## src/include/tmr_axi_cfg.svh

```systemverilog
`ifndef TMR_AXI_CFG_SVH
`define TMR_AXI_CFG_SVH

// Transaction id width
`define TMR_AXI_ID_W 1

// Byte address width
`define TMR_AXI_ADDR_W 32

// Data bus width, strobe carries one bit per byte of it
`define TMR_AXI_DATA_W 32

`endif

```

## src/design/tmr_axi_pkg.sv

```systemverilog
`default_nettype none

`include "tmr_axi_cfg.svh"

package tmr_axi_pkg;

  // Redundant managers feeding the voter
  localparam int tmr_replicas = 3;

  // Bit k flags replica k as the odd one out
  typedef logic [tmr_replicas-1:0] replica_mask_t;

  // Shared by AW and AR
  typedef struct packed {
    logic [`TMR_AXI_ID_W-1:0]   id;
    logic [`TMR_AXI_ADDR_W-1:0] addr;
    logic [7:0]                 len;
    logic [2:0]                 size;
    logic [1:0]                 burst;
    logic                       valid;
  } addr_chan_t;

  typedef struct packed {
    logic [`TMR_AXI_DATA_W-1:0]   data;
    logic [`TMR_AXI_DATA_W/8-1:0] strb;
    logic                         last;
    logic                         valid;
  } wdata_chan_t;

  // Readies that the replicas drive toward the response channels
  typedef struct packed {
    logic bready;
    logic rready;
  } resp_rdy_t;

endpackage

`default_nettype wire

```

## src/design/tmr_mismatch_if.sv

```systemverilog
`default_nettype none

interface tmr_mismatch_if;
  import tmr_axi_pkg::*;

  // One odd-replica mask per voted channel
  replica_mask_t aw_mis;
  replica_mask_t w_mis;
  replica_mask_t ar_mis;
  replica_mask_t rdy_mis;

  modport voter (output aw_mis, w_mis, ar_mis, rdy_mis);

  modport collector (input aw_mis, w_mis, ar_mis, rdy_mis);

endinterface

`default_nettype wire

```

## src/design/tmr_vote.sv

```systemverilog
`default_nettype none

module tmr_vote #(
  parameter type payload_t = logic
) (
  input  payload_t                   a,
  input  payload_t                   b,
  input  payload_t                   c,
  output payload_t                   voted,
  output tmr_axi_pkg::replica_mask_t mismatch
);

  localparam int payload_w = $bits(payload_t);

  logic [payload_w-1:0] a_bits;
  logic [payload_w-1:0] b_bits;
  logic [payload_w-1:0] c_bits;

  assign a_bits = a;
  assign b_bits = b;
  assign c_bits = c;

  // Two out of three per bit
  assign voted = (a_bits & b_bits) | (b_bits & c_bits) | (a_bits & c_bits);

  // A replica is odd at a bit where the other two agree and it does not
  assign mismatch[0] = |((a_bits ^ b_bits) & ~(b_bits ^ c_bits));
  assign mismatch[1] = |((b_bits ^ c_bits) & ~(a_bits ^ c_bits));
  assign mismatch[2] = |((c_bits ^ a_bits) & ~(a_bits ^ b_bits));

endmodule

`default_nettype wire

```

## src/design/tmr_fault_flags.sv

```systemverilog
`default_nettype none

module tmr_fault_flags (
  input  logic                       axi_aclk,
  input  logic                       arst_n,
  tmr_mismatch_if.collector          mis,
  output tmr_axi_pkg::replica_mask_t fault
);
  import tmr_axi_pkg::*;

  replica_mask_t fault_next;

  // Any channel disagreement marks the replica
  assign fault_next = mis.aw_mis | mis.w_mis | mis.ar_mis | mis.rdy_mis;

  // Registered so the wide compare cannot glitch the flags
  always_ff @(posedge axi_aclk or negedge arst_n) begin
    if (!arst_n) begin
      fault <= '0;
    end else begin
      fault <= fault_next;
    end
  end

endmodule

`default_nettype wire

```

## src/design/tmr_axi_vote.sv

```systemverilog
`default_nettype none

`include "tmr_axi_cfg.svh"

module tmr_axi_vote (
  input  logic                         axi_aclk,
  input  logic                         arst_n,
  // Replica 0
  input  logic [`TMR_AXI_ID_W-1:0]     s00_axi_awid,
  input  logic [`TMR_AXI_ADDR_W-1:0]   s00_axi_awaddr,
  input  logic [7:0]                   s00_axi_awlen,
  input  logic [2:0]                   s00_axi_awsize,
  input  logic [1:0]                   s00_axi_awburst,
  input  logic                         s00_axi_awvalid,
  output logic                         s00_axi_awready,
  input  logic [`TMR_AXI_DATA_W-1:0]   s00_axi_wdata,
  input  logic [`TMR_AXI_DATA_W/8-1:0] s00_axi_wstrb,
  input  logic                         s00_axi_wlast,
  input  logic                         s00_axi_wvalid,
  output logic                         s00_axi_wready,
  input  logic                         s00_axi_bready,
  output logic [`TMR_AXI_ID_W-1:0]     s00_axi_bid,
  output logic [1:0]                   s00_axi_bresp,
  output logic                         s00_axi_bvalid,
  input  logic [`TMR_AXI_ID_W-1:0]     s00_axi_arid,
  input  logic [`TMR_AXI_ADDR_W-1:0]   s00_axi_araddr,
  input  logic [7:0]                   s00_axi_arlen,
  input  logic [2:0]                   s00_axi_arsize,
  input  logic [1:0]                   s00_axi_arburst,
  input  logic                         s00_axi_arvalid,
  output logic                         s00_axi_arready,
  input  logic                         s00_axi_rready,
  output logic [`TMR_AXI_ID_W-1:0]     s00_axi_rid,
  output logic [`TMR_AXI_DATA_W-1:0]   s00_axi_rdata,
  output logic [1:0]                   s00_axi_rresp,
  output logic                         s00_axi_rlast,
  output logic                         s00_axi_rvalid,
  // Replica 1
  input  logic [`TMR_AXI_ID_W-1:0]     s01_axi_awid,
  input  logic [`TMR_AXI_ADDR_W-1:0]   s01_axi_awaddr,
  input  logic [7:0]                   s01_axi_awlen,
  input  logic [2:0]                   s01_axi_awsize,
  input  logic [1:0]                   s01_axi_awburst,
  input  logic                         s01_axi_awvalid,
  output logic                         s01_axi_awready,
  input  logic [`TMR_AXI_DATA_W-1:0]   s01_axi_wdata,
  input  logic [`TMR_AXI_DATA_W/8-1:0] s01_axi_wstrb,
  input  logic                         s01_axi_wlast,
  input  logic                         s01_axi_wvalid,
  output logic                         s01_axi_wready,
  input  logic                         s01_axi_bready,
  output logic [`TMR_AXI_ID_W-1:0]     s01_axi_bid,
  output logic [1:0]                   s01_axi_bresp,
  output logic                         s01_axi_bvalid,
  input  logic [`TMR_AXI_ID_W-1:0]     s01_axi_arid,
  input  logic [`TMR_AXI_ADDR_W-1:0]   s01_axi_araddr,
  input  logic [7:0]                   s01_axi_arlen,
  input  logic [2:0]                   s01_axi_arsize,
  input  logic [1:0]                   s01_axi_arburst,
  input  logic                         s01_axi_arvalid,
  output logic                         s01_axi_arready,
  input  logic                         s01_axi_rready,
  output logic [`TMR_AXI_ID_W-1:0]     s01_axi_rid,
  output logic [`TMR_AXI_DATA_W-1:0]   s01_axi_rdata,
  output logic [1:0]                   s01_axi_rresp,
  output logic                         s01_axi_rlast,
  output logic                         s01_axi_rvalid,
  // Replica 2
  input  logic [`TMR_AXI_ID_W-1:0]     s02_axi_awid,
  input  logic [`TMR_AXI_ADDR_W-1:0]   s02_axi_awaddr,
  input  logic [7:0]                   s02_axi_awlen,
  input  logic [2:0]                   s02_axi_awsize,
  input  logic [1:0]                   s02_axi_awburst,
  input  logic                         s02_axi_awvalid,
  output logic                         s02_axi_awready,
  input  logic [`TMR_AXI_DATA_W-1:0]   s02_axi_wdata,
  input  logic [`TMR_AXI_DATA_W/8-1:0] s02_axi_wstrb,
  input  logic                         s02_axi_wlast,
  input  logic                         s02_axi_wvalid,
  output logic                         s02_axi_wready,
  input  logic                         s02_axi_bready,
  output logic [`TMR_AXI_ID_W-1:0]     s02_axi_bid,
  output logic [1:0]                   s02_axi_bresp,
  output logic                         s02_axi_bvalid,
  input  logic [`TMR_AXI_ID_W-1:0]     s02_axi_arid,
  input  logic [`TMR_AXI_ADDR_W-1:0]   s02_axi_araddr,
  input  logic [7:0]                   s02_axi_arlen,
  input  logic [2:0]                   s02_axi_arsize,
  input  logic [1:0]                   s02_axi_arburst,
  input  logic                         s02_axi_arvalid,
  output logic                         s02_axi_arready,
  input  logic                         s02_axi_rready,
  output logic [`TMR_AXI_ID_W-1:0]     s02_axi_rid,
  output logic [`TMR_AXI_DATA_W-1:0]   s02_axi_rdata,
  output logic [1:0]                   s02_axi_rresp,
  output logic                         s02_axi_rlast,
  output logic                         s02_axi_rvalid,
  // Downstream manager port
  input  logic                         m00_axi_awready,
  output logic [`TMR_AXI_ID_W-1:0]     m00_axi_awid,
  output logic [`TMR_AXI_ADDR_W-1:0]   m00_axi_awaddr,
  output logic [7:0]                   m00_axi_awlen,
  output logic [2:0]                   m00_axi_awsize,
  output logic [1:0]                   m00_axi_awburst,
  output logic                         m00_axi_awvalid,
  input  logic                         m00_axi_wready,
  output logic [`TMR_AXI_DATA_W-1:0]   m00_axi_wdata,
  output logic [`TMR_AXI_DATA_W/8-1:0] m00_axi_wstrb,
  output logic                         m00_axi_wlast,
  output logic                         m00_axi_wvalid,
  input  logic [`TMR_AXI_ID_W-1:0]     m00_axi_bid,
  input  logic [1:0]                   m00_axi_bresp,
  input  logic                         m00_axi_bvalid,
  output logic                         m00_axi_bready,
  input  logic                         m00_axi_arready,
  output logic [`TMR_AXI_ID_W-1:0]     m00_axi_arid,
  output logic [`TMR_AXI_ADDR_W-1:0]   m00_axi_araddr,
  output logic [7:0]                   m00_axi_arlen,
  output logic [2:0]                   m00_axi_arsize,
  output logic [1:0]                   m00_axi_arburst,
  output logic                         m00_axi_arvalid,
  input  logic [`TMR_AXI_ID_W-1:0]     m00_axi_rid,
  input  logic [`TMR_AXI_DATA_W-1:0]   m00_axi_rdata,
  input  logic [1:0]                   m00_axi_rresp,
  input  logic                         m00_axi_rlast,
  input  logic                         m00_axi_rvalid,
  output logic                         m00_axi_rready,
  output logic                         fault0,
  output logic                         fault1,
  output logic                         fault2
);
  import tmr_axi_pkg::*;

  addr_chan_t    aw_rep [tmr_replicas];
  wdata_chan_t   w_rep [tmr_replicas];
  addr_chan_t    ar_rep [tmr_replicas];
  resp_rdy_t     rdy_rep [tmr_replicas];
  addr_chan_t    aw_voted;
  wdata_chan_t   w_voted;
  addr_chan_t    ar_voted;
  resp_rdy_t     rdy_voted;
  replica_mask_t fault;

  tmr_mismatch_if mis_if ();

  // Field order follows the struct, id first
  assign aw_rep[0] = {s00_axi_awid, s00_axi_awaddr, s00_axi_awlen,
                      s00_axi_awsize, s00_axi_awburst, s00_axi_awvalid};
  assign aw_rep[1] = {s01_axi_awid, s01_axi_awaddr, s01_axi_awlen,
                      s01_axi_awsize, s01_axi_awburst, s01_axi_awvalid};
  assign aw_rep[2] = {s02_axi_awid, s02_axi_awaddr, s02_axi_awlen,
                      s02_axi_awsize, s02_axi_awburst, s02_axi_awvalid};

  assign w_rep[0] = {s00_axi_wdata, s00_axi_wstrb, s00_axi_wlast, s00_axi_wvalid};
  assign w_rep[1] = {s01_axi_wdata, s01_axi_wstrb, s01_axi_wlast, s01_axi_wvalid};
  assign w_rep[2] = {s02_axi_wdata, s02_axi_wstrb, s02_axi_wlast, s02_axi_wvalid};

  assign ar_rep[0] = {s00_axi_arid, s00_axi_araddr, s00_axi_arlen,
                      s00_axi_arsize, s00_axi_arburst, s00_axi_arvalid};
  assign ar_rep[1] = {s01_axi_arid, s01_axi_araddr, s01_axi_arlen,
                      s01_axi_arsize, s01_axi_arburst, s01_axi_arvalid};
  assign ar_rep[2] = {s02_axi_arid, s02_axi_araddr, s02_axi_arlen,
                      s02_axi_arsize, s02_axi_arburst, s02_axi_arvalid};

  assign rdy_rep[0] = {s00_axi_bready, s00_axi_rready};
  assign rdy_rep[1] = {s01_axi_bready, s01_axi_rready};
  assign rdy_rep[2] = {s02_axi_bready, s02_axi_rready};

  tmr_vote #(.payload_t(addr_chan_t)) aw_vote (
    .a        (aw_rep[0]),
    .b        (aw_rep[1]),
    .c        (aw_rep[2]),
    .voted    (aw_voted),
    .mismatch (mis_if.aw_mis)
  );

  tmr_vote #(.payload_t(wdata_chan_t)) w_vote (
    .a        (w_rep[0]),
    .b        (w_rep[1]),
    .c        (w_rep[2]),
    .voted    (w_voted),
    .mismatch (mis_if.w_mis)
  );

  tmr_vote #(.payload_t(addr_chan_t)) ar_vote (
    .a        (ar_rep[0]),
    .b        (ar_rep[1]),
    .c        (ar_rep[2]),
    .voted    (ar_voted),
    .mismatch (mis_if.ar_mis)
  );

  tmr_vote #(.payload_t(resp_rdy_t)) rdy_vote (
    .a        (rdy_rep[0]),
    .b        (rdy_rep[1]),
    .c        (rdy_rep[2]),
    .voted    (rdy_voted),
    .mismatch (mis_if.rdy_mis)
  );

  assign {m00_axi_awid, m00_axi_awaddr, m00_axi_awlen,
          m00_axi_awsize, m00_axi_awburst, m00_axi_awvalid} = aw_voted;
  assign {m00_axi_wdata, m00_axi_wstrb, m00_axi_wlast, m00_axi_wvalid} = w_voted;
  assign {m00_axi_arid, m00_axi_araddr, m00_axi_arlen,
          m00_axi_arsize, m00_axi_arburst, m00_axi_arvalid} = ar_voted;
  assign {m00_axi_bready, m00_axi_rready} = rdy_voted;

  tmr_fault_flags fault_flags (
    .axi_aclk (axi_aclk),
    .arst_n   (arst_n),
    .mis      (mis_if),
    .fault    (fault)
  );

  assign {fault2, fault1, fault0} = fault;

  // Back-pressure and responses reach every replica in the same cycle
  assign {s00_axi_awready, s00_axi_wready, s00_axi_arready} =
         {m00_axi_awready, m00_axi_wready, m00_axi_arready};
  assign {s01_axi_awready, s01_axi_wready, s01_axi_arready} =
         {m00_axi_awready, m00_axi_wready, m00_axi_arready};
  assign {s02_axi_awready, s02_axi_wready, s02_axi_arready} =
         {m00_axi_awready, m00_axi_wready, m00_axi_arready};

  assign {s00_axi_bid, s00_axi_bresp, s00_axi_bvalid} = {m00_axi_bid, m00_axi_bresp, m00_axi_bvalid};
  assign {s01_axi_bid, s01_axi_bresp, s01_axi_bvalid} = {m00_axi_bid, m00_axi_bresp, m00_axi_bvalid};
  assign {s02_axi_bid, s02_axi_bresp, s02_axi_bvalid} = {m00_axi_bid, m00_axi_bresp, m00_axi_bvalid};

  assign {s00_axi_rid, s00_axi_rdata, s00_axi_rresp, s00_axi_rlast, s00_axi_rvalid} =
         {m00_axi_rid, m00_axi_rdata, m00_axi_rresp, m00_axi_rlast, m00_axi_rvalid};
  assign {s01_axi_rid, s01_axi_rdata, s01_axi_rresp, s01_axi_rlast, s01_axi_rvalid} =
         {m00_axi_rid, m00_axi_rdata, m00_axi_rresp, m00_axi_rlast, m00_axi_rvalid};
  assign {s02_axi_rid, s02_axi_rdata, s02_axi_rresp, s02_axi_rlast, s02_axi_rvalid} =
         {m00_axi_rid, m00_axi_rdata, m00_axi_rresp, m00_axi_rlast, m00_axi_rvalid};

endmodule

`default_nettype wire

```

## config.mk

```make
export PLATFORM = sky130hd
export DESIGN_NAME = tmr_axi_vote
export DESIGN_NICKNAME = d
export VERILOG_FILES = /design/src/design/tmr_axi_pkg.sv /design/src/design/tmr_mismatch_if.sv /design/src/design/tmr_vote.sv /design/src/design/tmr_fault_flags.sv /design/src/design/tmr_axi_vote.sv
export VERILOG_INCLUDE_DIRS = /design/src /design/src/include
export SDC_FILE = /design/constraint.sdc
export NUM_CORES = 1
export LEC_CHECK = 0
export ABC_AREA = 1
export BUFFER_PORTS_ARGS = -buffer_cell sky130_fd_sc_hd__buf_2
export CAP_MARGIN = 20
export CORE_AREA = 2 2 276 278
export DETAILED_ROUTE_END_ITERATION = 6
export DIE_AREA = 0 0 278 280
export GPL_TIMING_DRIVEN = 1
export PLACE_DENSITY = 0.47
export SYNTH_ARGS = -nofsm -noshare
export SYNTH_HDL_FRONTEND = slang
export SYNTH_SLANG_ARGS = --single-unit
```

## constraint.sdc

```tcl
create_clock -name axi_aclk -period 1.25 [get_ports axi_aclk]
set_clock_uncertainty 0.1 [all_clocks]
set_input_delay 0.25 -clock axi_aclk [delete_from_list [all_inputs] [get_ports axi_aclk]]
set_output_delay 0.25 -clock axi_aclk [all_outputs]
set_load 0.05 [all_outputs]
```

==> results of run 1 <==
synthesized netlist by cell type (all sizes together):
cell / n / share of area
o21ai: 73 / 0.034
and2: 1 / 0.00057
nand3: 3 / 0.0014
inv: 328 / 0.11
o211ai: 2 / 0.0014
or2: 11 / 0.0063
nand2: 457 / 0.16
buf: 132 / 0.091
dfrtp: 3 / 0.0069
o22ai: 1 / 0.00057
nor2: 114 / 0.039
nand4: 19 / 0.011
or3: 134 / 0.077
ha: 402 / 0.46
worst max-delay path, cell delays in order:
cell and delay [ps]:
buf_6 100, ha_4 260, buf_4 100, inv_2 20, nand2_1 70, nand2_2 60, nor2_1 90, buf_4 150
nand2_4 50, nor2_4 100, nand2_1 70, nor2_2 110, nand3_1 80
logic make-up (layout without fill, tap and decap cells):
kind of cell / after synthesis / count (layout)
and+or+nand+nor: 739 / 739
buffers and inverters: 460 / 996
adders and majority gates: 402 / 402
AOI/OAI and AO/OA: 76 / 76
DFF: 3 / 3
power breakdown:
part | internal, mW | switching (mW)
logic | 5.99 | 6.09
clock network | 0.421 | 0.0893
registers | 0.0978 | 0.00000000000000000379
metrics by stage:
step	instances	hold WS [ps]	util	power (mW)
3_3_place_gp	3192	-9.81	0.221	8.65
2_1_floorplan	1680	-146	-	5.98
3_5_place_dp	3192	-8.12	0.221	8.66
4_1_cts	3194	342	0.314	12.1
5_1_grt	3194	354	0.332	13.9
6_report	3194	336	0.332	12.7
worst paths after layout:
kind,start,slack [ps],depth (start not counted),to
max,s00_axi_araddr[30],-260,13,fault_flags.fault[2]
min,arst_n,340,2,fault_flags.fault[0]
max in group asynchronous,arst_n,570,2,fault_flags.fault[2]
min in group axi_aclk,m00_axi_rdata[12],400,0,s01_axi_rdata[12]
per-layer routing:
layer | wire, um | vias to the layer above
met5 | 5 | -
met2 | 33800 | 481
li1 | - | 6332
met3 | 4170 | 80
met4 | 2430 | 2
met1 | 23600 | 5593
final cells by class:
cell class | instances | area share
Multi-Input combinational cell | 1217 | 0.562
Timing Repair Buffer | 664 | 0.334
Inverter | 328 | 0.0495
Tap cell | 978 | 0.0491
Clock buffer | 4 | 0.00316
Sequential cell | 3 | 0.00301
repair_timing:
item,4_1_cts,5_1_grt
pin swaps,288,258
buffers inserted,2,2
resized for setup,1685,334
setup endpoints to repair,137,137
endpoints found under the hold margin,3,0
cloned,0,0
hold buffers,1,0
==> results.ini, run 1 <==
[outcome]
outcome = finished, violations left
violations = setup timing

[power_and_ir_drop]
pwr_density_cell_nw_per_um2 = 509
irDropWorstVdd_uv = 268
leakage_nw = 11.3

[final_layout]
regArea_um2 = 75.1
area_growth_pct = 129
multi_input_area_um2 = 14000
largestRegisters = fault_flags.fault x3
nNetsFinal = 3067
layout_common_cells = nand2_1, buf_8, ha_4
fin_area_um2 = 24900
fillerInstances = 7482
drive_gt1_frac = 0.641
regMostFlops = fault_flags.fault
n_antenna_cell = 0
largest_reg_flops = 3
final_common_cell = nand2_1

[floorplan]
dieWidth_um = 278
core_area_um2 = 75200
die_y_um = 280
io_pins = 717
fp.dieArea_um2 = 77800
fp-row-count = 101
start_util = 0.145

[global_route]
grt_start_max_net_pins = 4
grt-ovfl-total = 0
grt.total_usage = 0.154
grt_use_met3 = 0.0374
grtUsageMet1 = 0.165
met2_usage = 0.299
grt_pass1_wl_um = 86300
grt_pass1_vias = 13125
antenna_found_initial = 1
busiest_layer = met2

[timing]
setup-tns-final_ps = -21570
fmax_mhz = 663
min_period_ps = 1510
finalCritPeriodShare = 1.21
setup_viol = 137
rsz0062_at_grt = yes
maxSlewHeadroom = 0.750
slew_violations = 0
fin_ws_ps = -258
tightest_slew_ps = 373
hold_violations = 0

[drt]
via_per_inst = 3.91
drtIter0Drc = 296
ant_nets = 0
wirelength_um = 64000
firstDrtPassIters = 4
drc = 0
vias = 12488
wl_per_cell_um = 20.0

[synth]
synth_top_family_by_area = adder cells
synth_warnings = 0
synth_fa_ha_area_frac = 0.461
synth_mux_area_frac = 0
synth.net_count = 2530
syn_inst = 1680
ys_types = 17
synth_area_um2 = 10900
syn_avg_cell_area_um2 = 6.49
ys_seq_elements = 3
ys_seq_area_frac = 0.00688
synthSimpleGateAreaFrac = 0.293
synth_compound_area_frac = 0.0355
synthXorXnorAreaFrac = 0

[placement]
io_buffers = 540
preCtsSetupSlack_ps = -1150
dp_hpwl_um = 56700
gp_congestion = 0.863
placed_area_um2 = 16600

[clock_tree]
cts.clk_slew.worst_paths_ps = 30
root_buffer = clkbuf_16
clk_path_buf_depth = 2
cts_htree_levels = 1
cts_tree = yes
cts.sinks = 3
cts_inserted_buffers = 3

[min_path]
hold_class = input port to async pin

[critical_path]
endpoint_kind = flop
path_max_fanout = 2
critPathLaunchType = input port
crit_arrival_ps = 1510
critical_path_class = input port to flop
worstPathRequired_ps = 1250

[run]
cap_viol_max_count = 0

Power figures use the tool's default switching activity.
==> inputs of run 2 (changes only) <==
--- a/config.mk
+++ b/config.mk
@@ -7,13 +7,13 @@
 export NUM_CORES = 1
 export LEC_CHECK = 0
 export ABC_AREA = 1
-export BUFFER_PORTS_ARGS = -buffer_cell sky130_fd_sc_hd__buf_2
 export CAP_MARGIN = 20
 export CORE_AREA = 2 2 276 278
 export DETAILED_ROUTE_END_ITERATION = 6
 export DIE_AREA = 0 0 278 280
+export DONT_BUFFER_PORTS = 1
 export GPL_TIMING_DRIVEN = 1
-export PLACE_DENSITY = 0.47
+export PLACE_DENSITY = 0.39
 export SYNTH_ARGS = -nofsm -noshare
 export SYNTH_HDL_FRONTEND = slang
 export SYNTH_SLANG_ARGS = --single-unit
==> constraint.sdc (replaced) <==
create_clock -name axi_aclk -period 1.4 [get_ports axi_aclk]
set_clock_uncertainty 0.1 [all_clocks]
set_input_delay 0.28 -clock axi_aclk [delete_from_list [all_inputs] [get_ports axi_aclk]]
set_output_delay 0.28 -clock axi_aclk [all_outputs]
set_load 0.05 [all_outputs]
==> results.ini, run 2 (synthesized netlist as in run 1, its figures left out) <==
[final_layout]
area_growth_pct = 32.9
layout_common_cells = nand2_1, ha_1, inv_1
drive_gt1_frac = 0.313
fillerInstances = 8414
largest_reg_flops = 3
nNetsFinal = 2507
fin_area_um2 = 14500
regMostFlops = fault_flags.fault
final_common_cell = nand2_1
largestRegisters = fault_flags.fault x3
fin_util = 0.193

[placement]
io_buffers = 0
dp_hpwl_um = 57100
gp_congestion = 0.826
placed_area_um2 = 12800

[power_and_ir_drop]
pwr_density_cell_nw_per_um2 = 524
leakage_nw = 7.68
irDropWorstVdd_uv = 346
total_power_mw = 7.59

[timing]
slew_violations = 0
tightest_slew_ps = 509
rsz0062_at_grt = yes
maxSlewHeadroom = 0.658
fin_ws_ps = -178
timing.hold.ws_ps = 273
min_period_ps = 1580
fmax_mhz = 634
finalCritPeriodShare = 1.13
setup_viol = 3
hold_violations = 0
setup-tns-final_ps = -365

[floorplan]
start_util = 0.145
die_y_um = 280
fp.dieArea_um2 = 77800
core_area_um2 = 75200
dieWidth_um = 278
io_pins = 717
fp-row-count = 101

[drt]
via_per_inst = 3.90
firstDrtPassIters = 4
ant_nets = 0
drc = 0
wl_per_cell_um = 22.6
wirelength_um = 59500
vias = 10289
drtIter0Drc = 264

[min_path]
hold_class = input port to async pin

[run]
cap_viol_max_count = 0

[global_route]
antenna_found_initial = 2
grt-ovfl-total = 0
grt_pass1_wl_um = 79800
grt.total_usage = 0.147
grt_pass1_vias = 10772
grt_start_max_net_pins = 4

[critical_path]
critPathLaunchType = input port
endpoint_kind = flop
critical_path_class = input port to flop
worstPathRequired_ps = 1400
startpoint = s00_axi_awaddr[16]
path_max_fanout = 2
crit_arrival_ps = 1580

[clock_tree]
cts.clk_slew.worst_paths_ps = 40
cts_tree = yes
cts_inserted_buffers = 3
clk_path_buf_depth = 2
cts.sinks = 3
cts_htree_levels = 1
root_buffer = clkbuf_16

[outcome]
outcome = finished, violations left
violations = setup timing

-- run 2: cell count changes in the layout (fill, tap and decap cells not counted), sizes merged --
cell,previous run,this run
diode,0,1
clkbuf,5,4
buf,662,103
-- run 2: metal layers --
metal | up-vias | routed length, um | track usage
met2 | 404 | 32000 | 0.294
met3 | 94 | 3480 | 0.0288
met1 | 4574 | 22100 | 0.156
met4 | 2 | 1900 | 0.0323
li1 | 5215 | - | -
met5 | - | 13 | 0
-- run 2: power by group --
part | total, mW | switching (mW) | internal, mW
combinational | 7.04 | 4.37 | 2.66
sequential | 0.0872 | 0.0000000000000000154 | 0.0872
clock | 0.467 | 0.0902 | 0.377
-- run 2: worst paths after layout --
path	to	slack [ps]
min in group axi_aclk	s00_axi_rdata[16]	460
setup / recovery	fault_flags.fault[2]	-180
hold / removal	fault_flags.fault[2]	270
max in group asynchronous	fault_flags.fault[1]	690
-- run 2: cell type report --
class	count	area, um^2	area share
antenna	1	2.50	0.000173
sequential	3	75.1	0.00518
tap	978	1220	0.0844
multi-input combinational	1217	11000	0.756
timing repair buffer	104	922	0.0636
clock buffer	4	78.8	0.00544
inverter	328	1230	0.0850
-- run 2: metrics by stage --
step,worst slack [ps],cells
detailed placement,-1150,2640
global route,-272,2634
floorplan,30.2,1680
CTS,-256,2635
global placement,-1130,2640
finish,-178,2635
-- run 2: what timing repair did --
item	4_1_cts	5_1_grt
buffers inserted	0	1
hold buffers	1	0
gates resized for setup	322	60
endpoints found under the setup margin	3	3
endpoints found under the hold margin	3	0
pin swaps	120	52
-- run 2: critical path, cell delays in order --
cell,delay [ps]
ha_1,290
inv_2,80
buf_4,100
o21ai_1,90
nor2_1,150
nand2_1,80
nor2_2,110
nand2_2,100
nor2_4,200
nand3_2,80
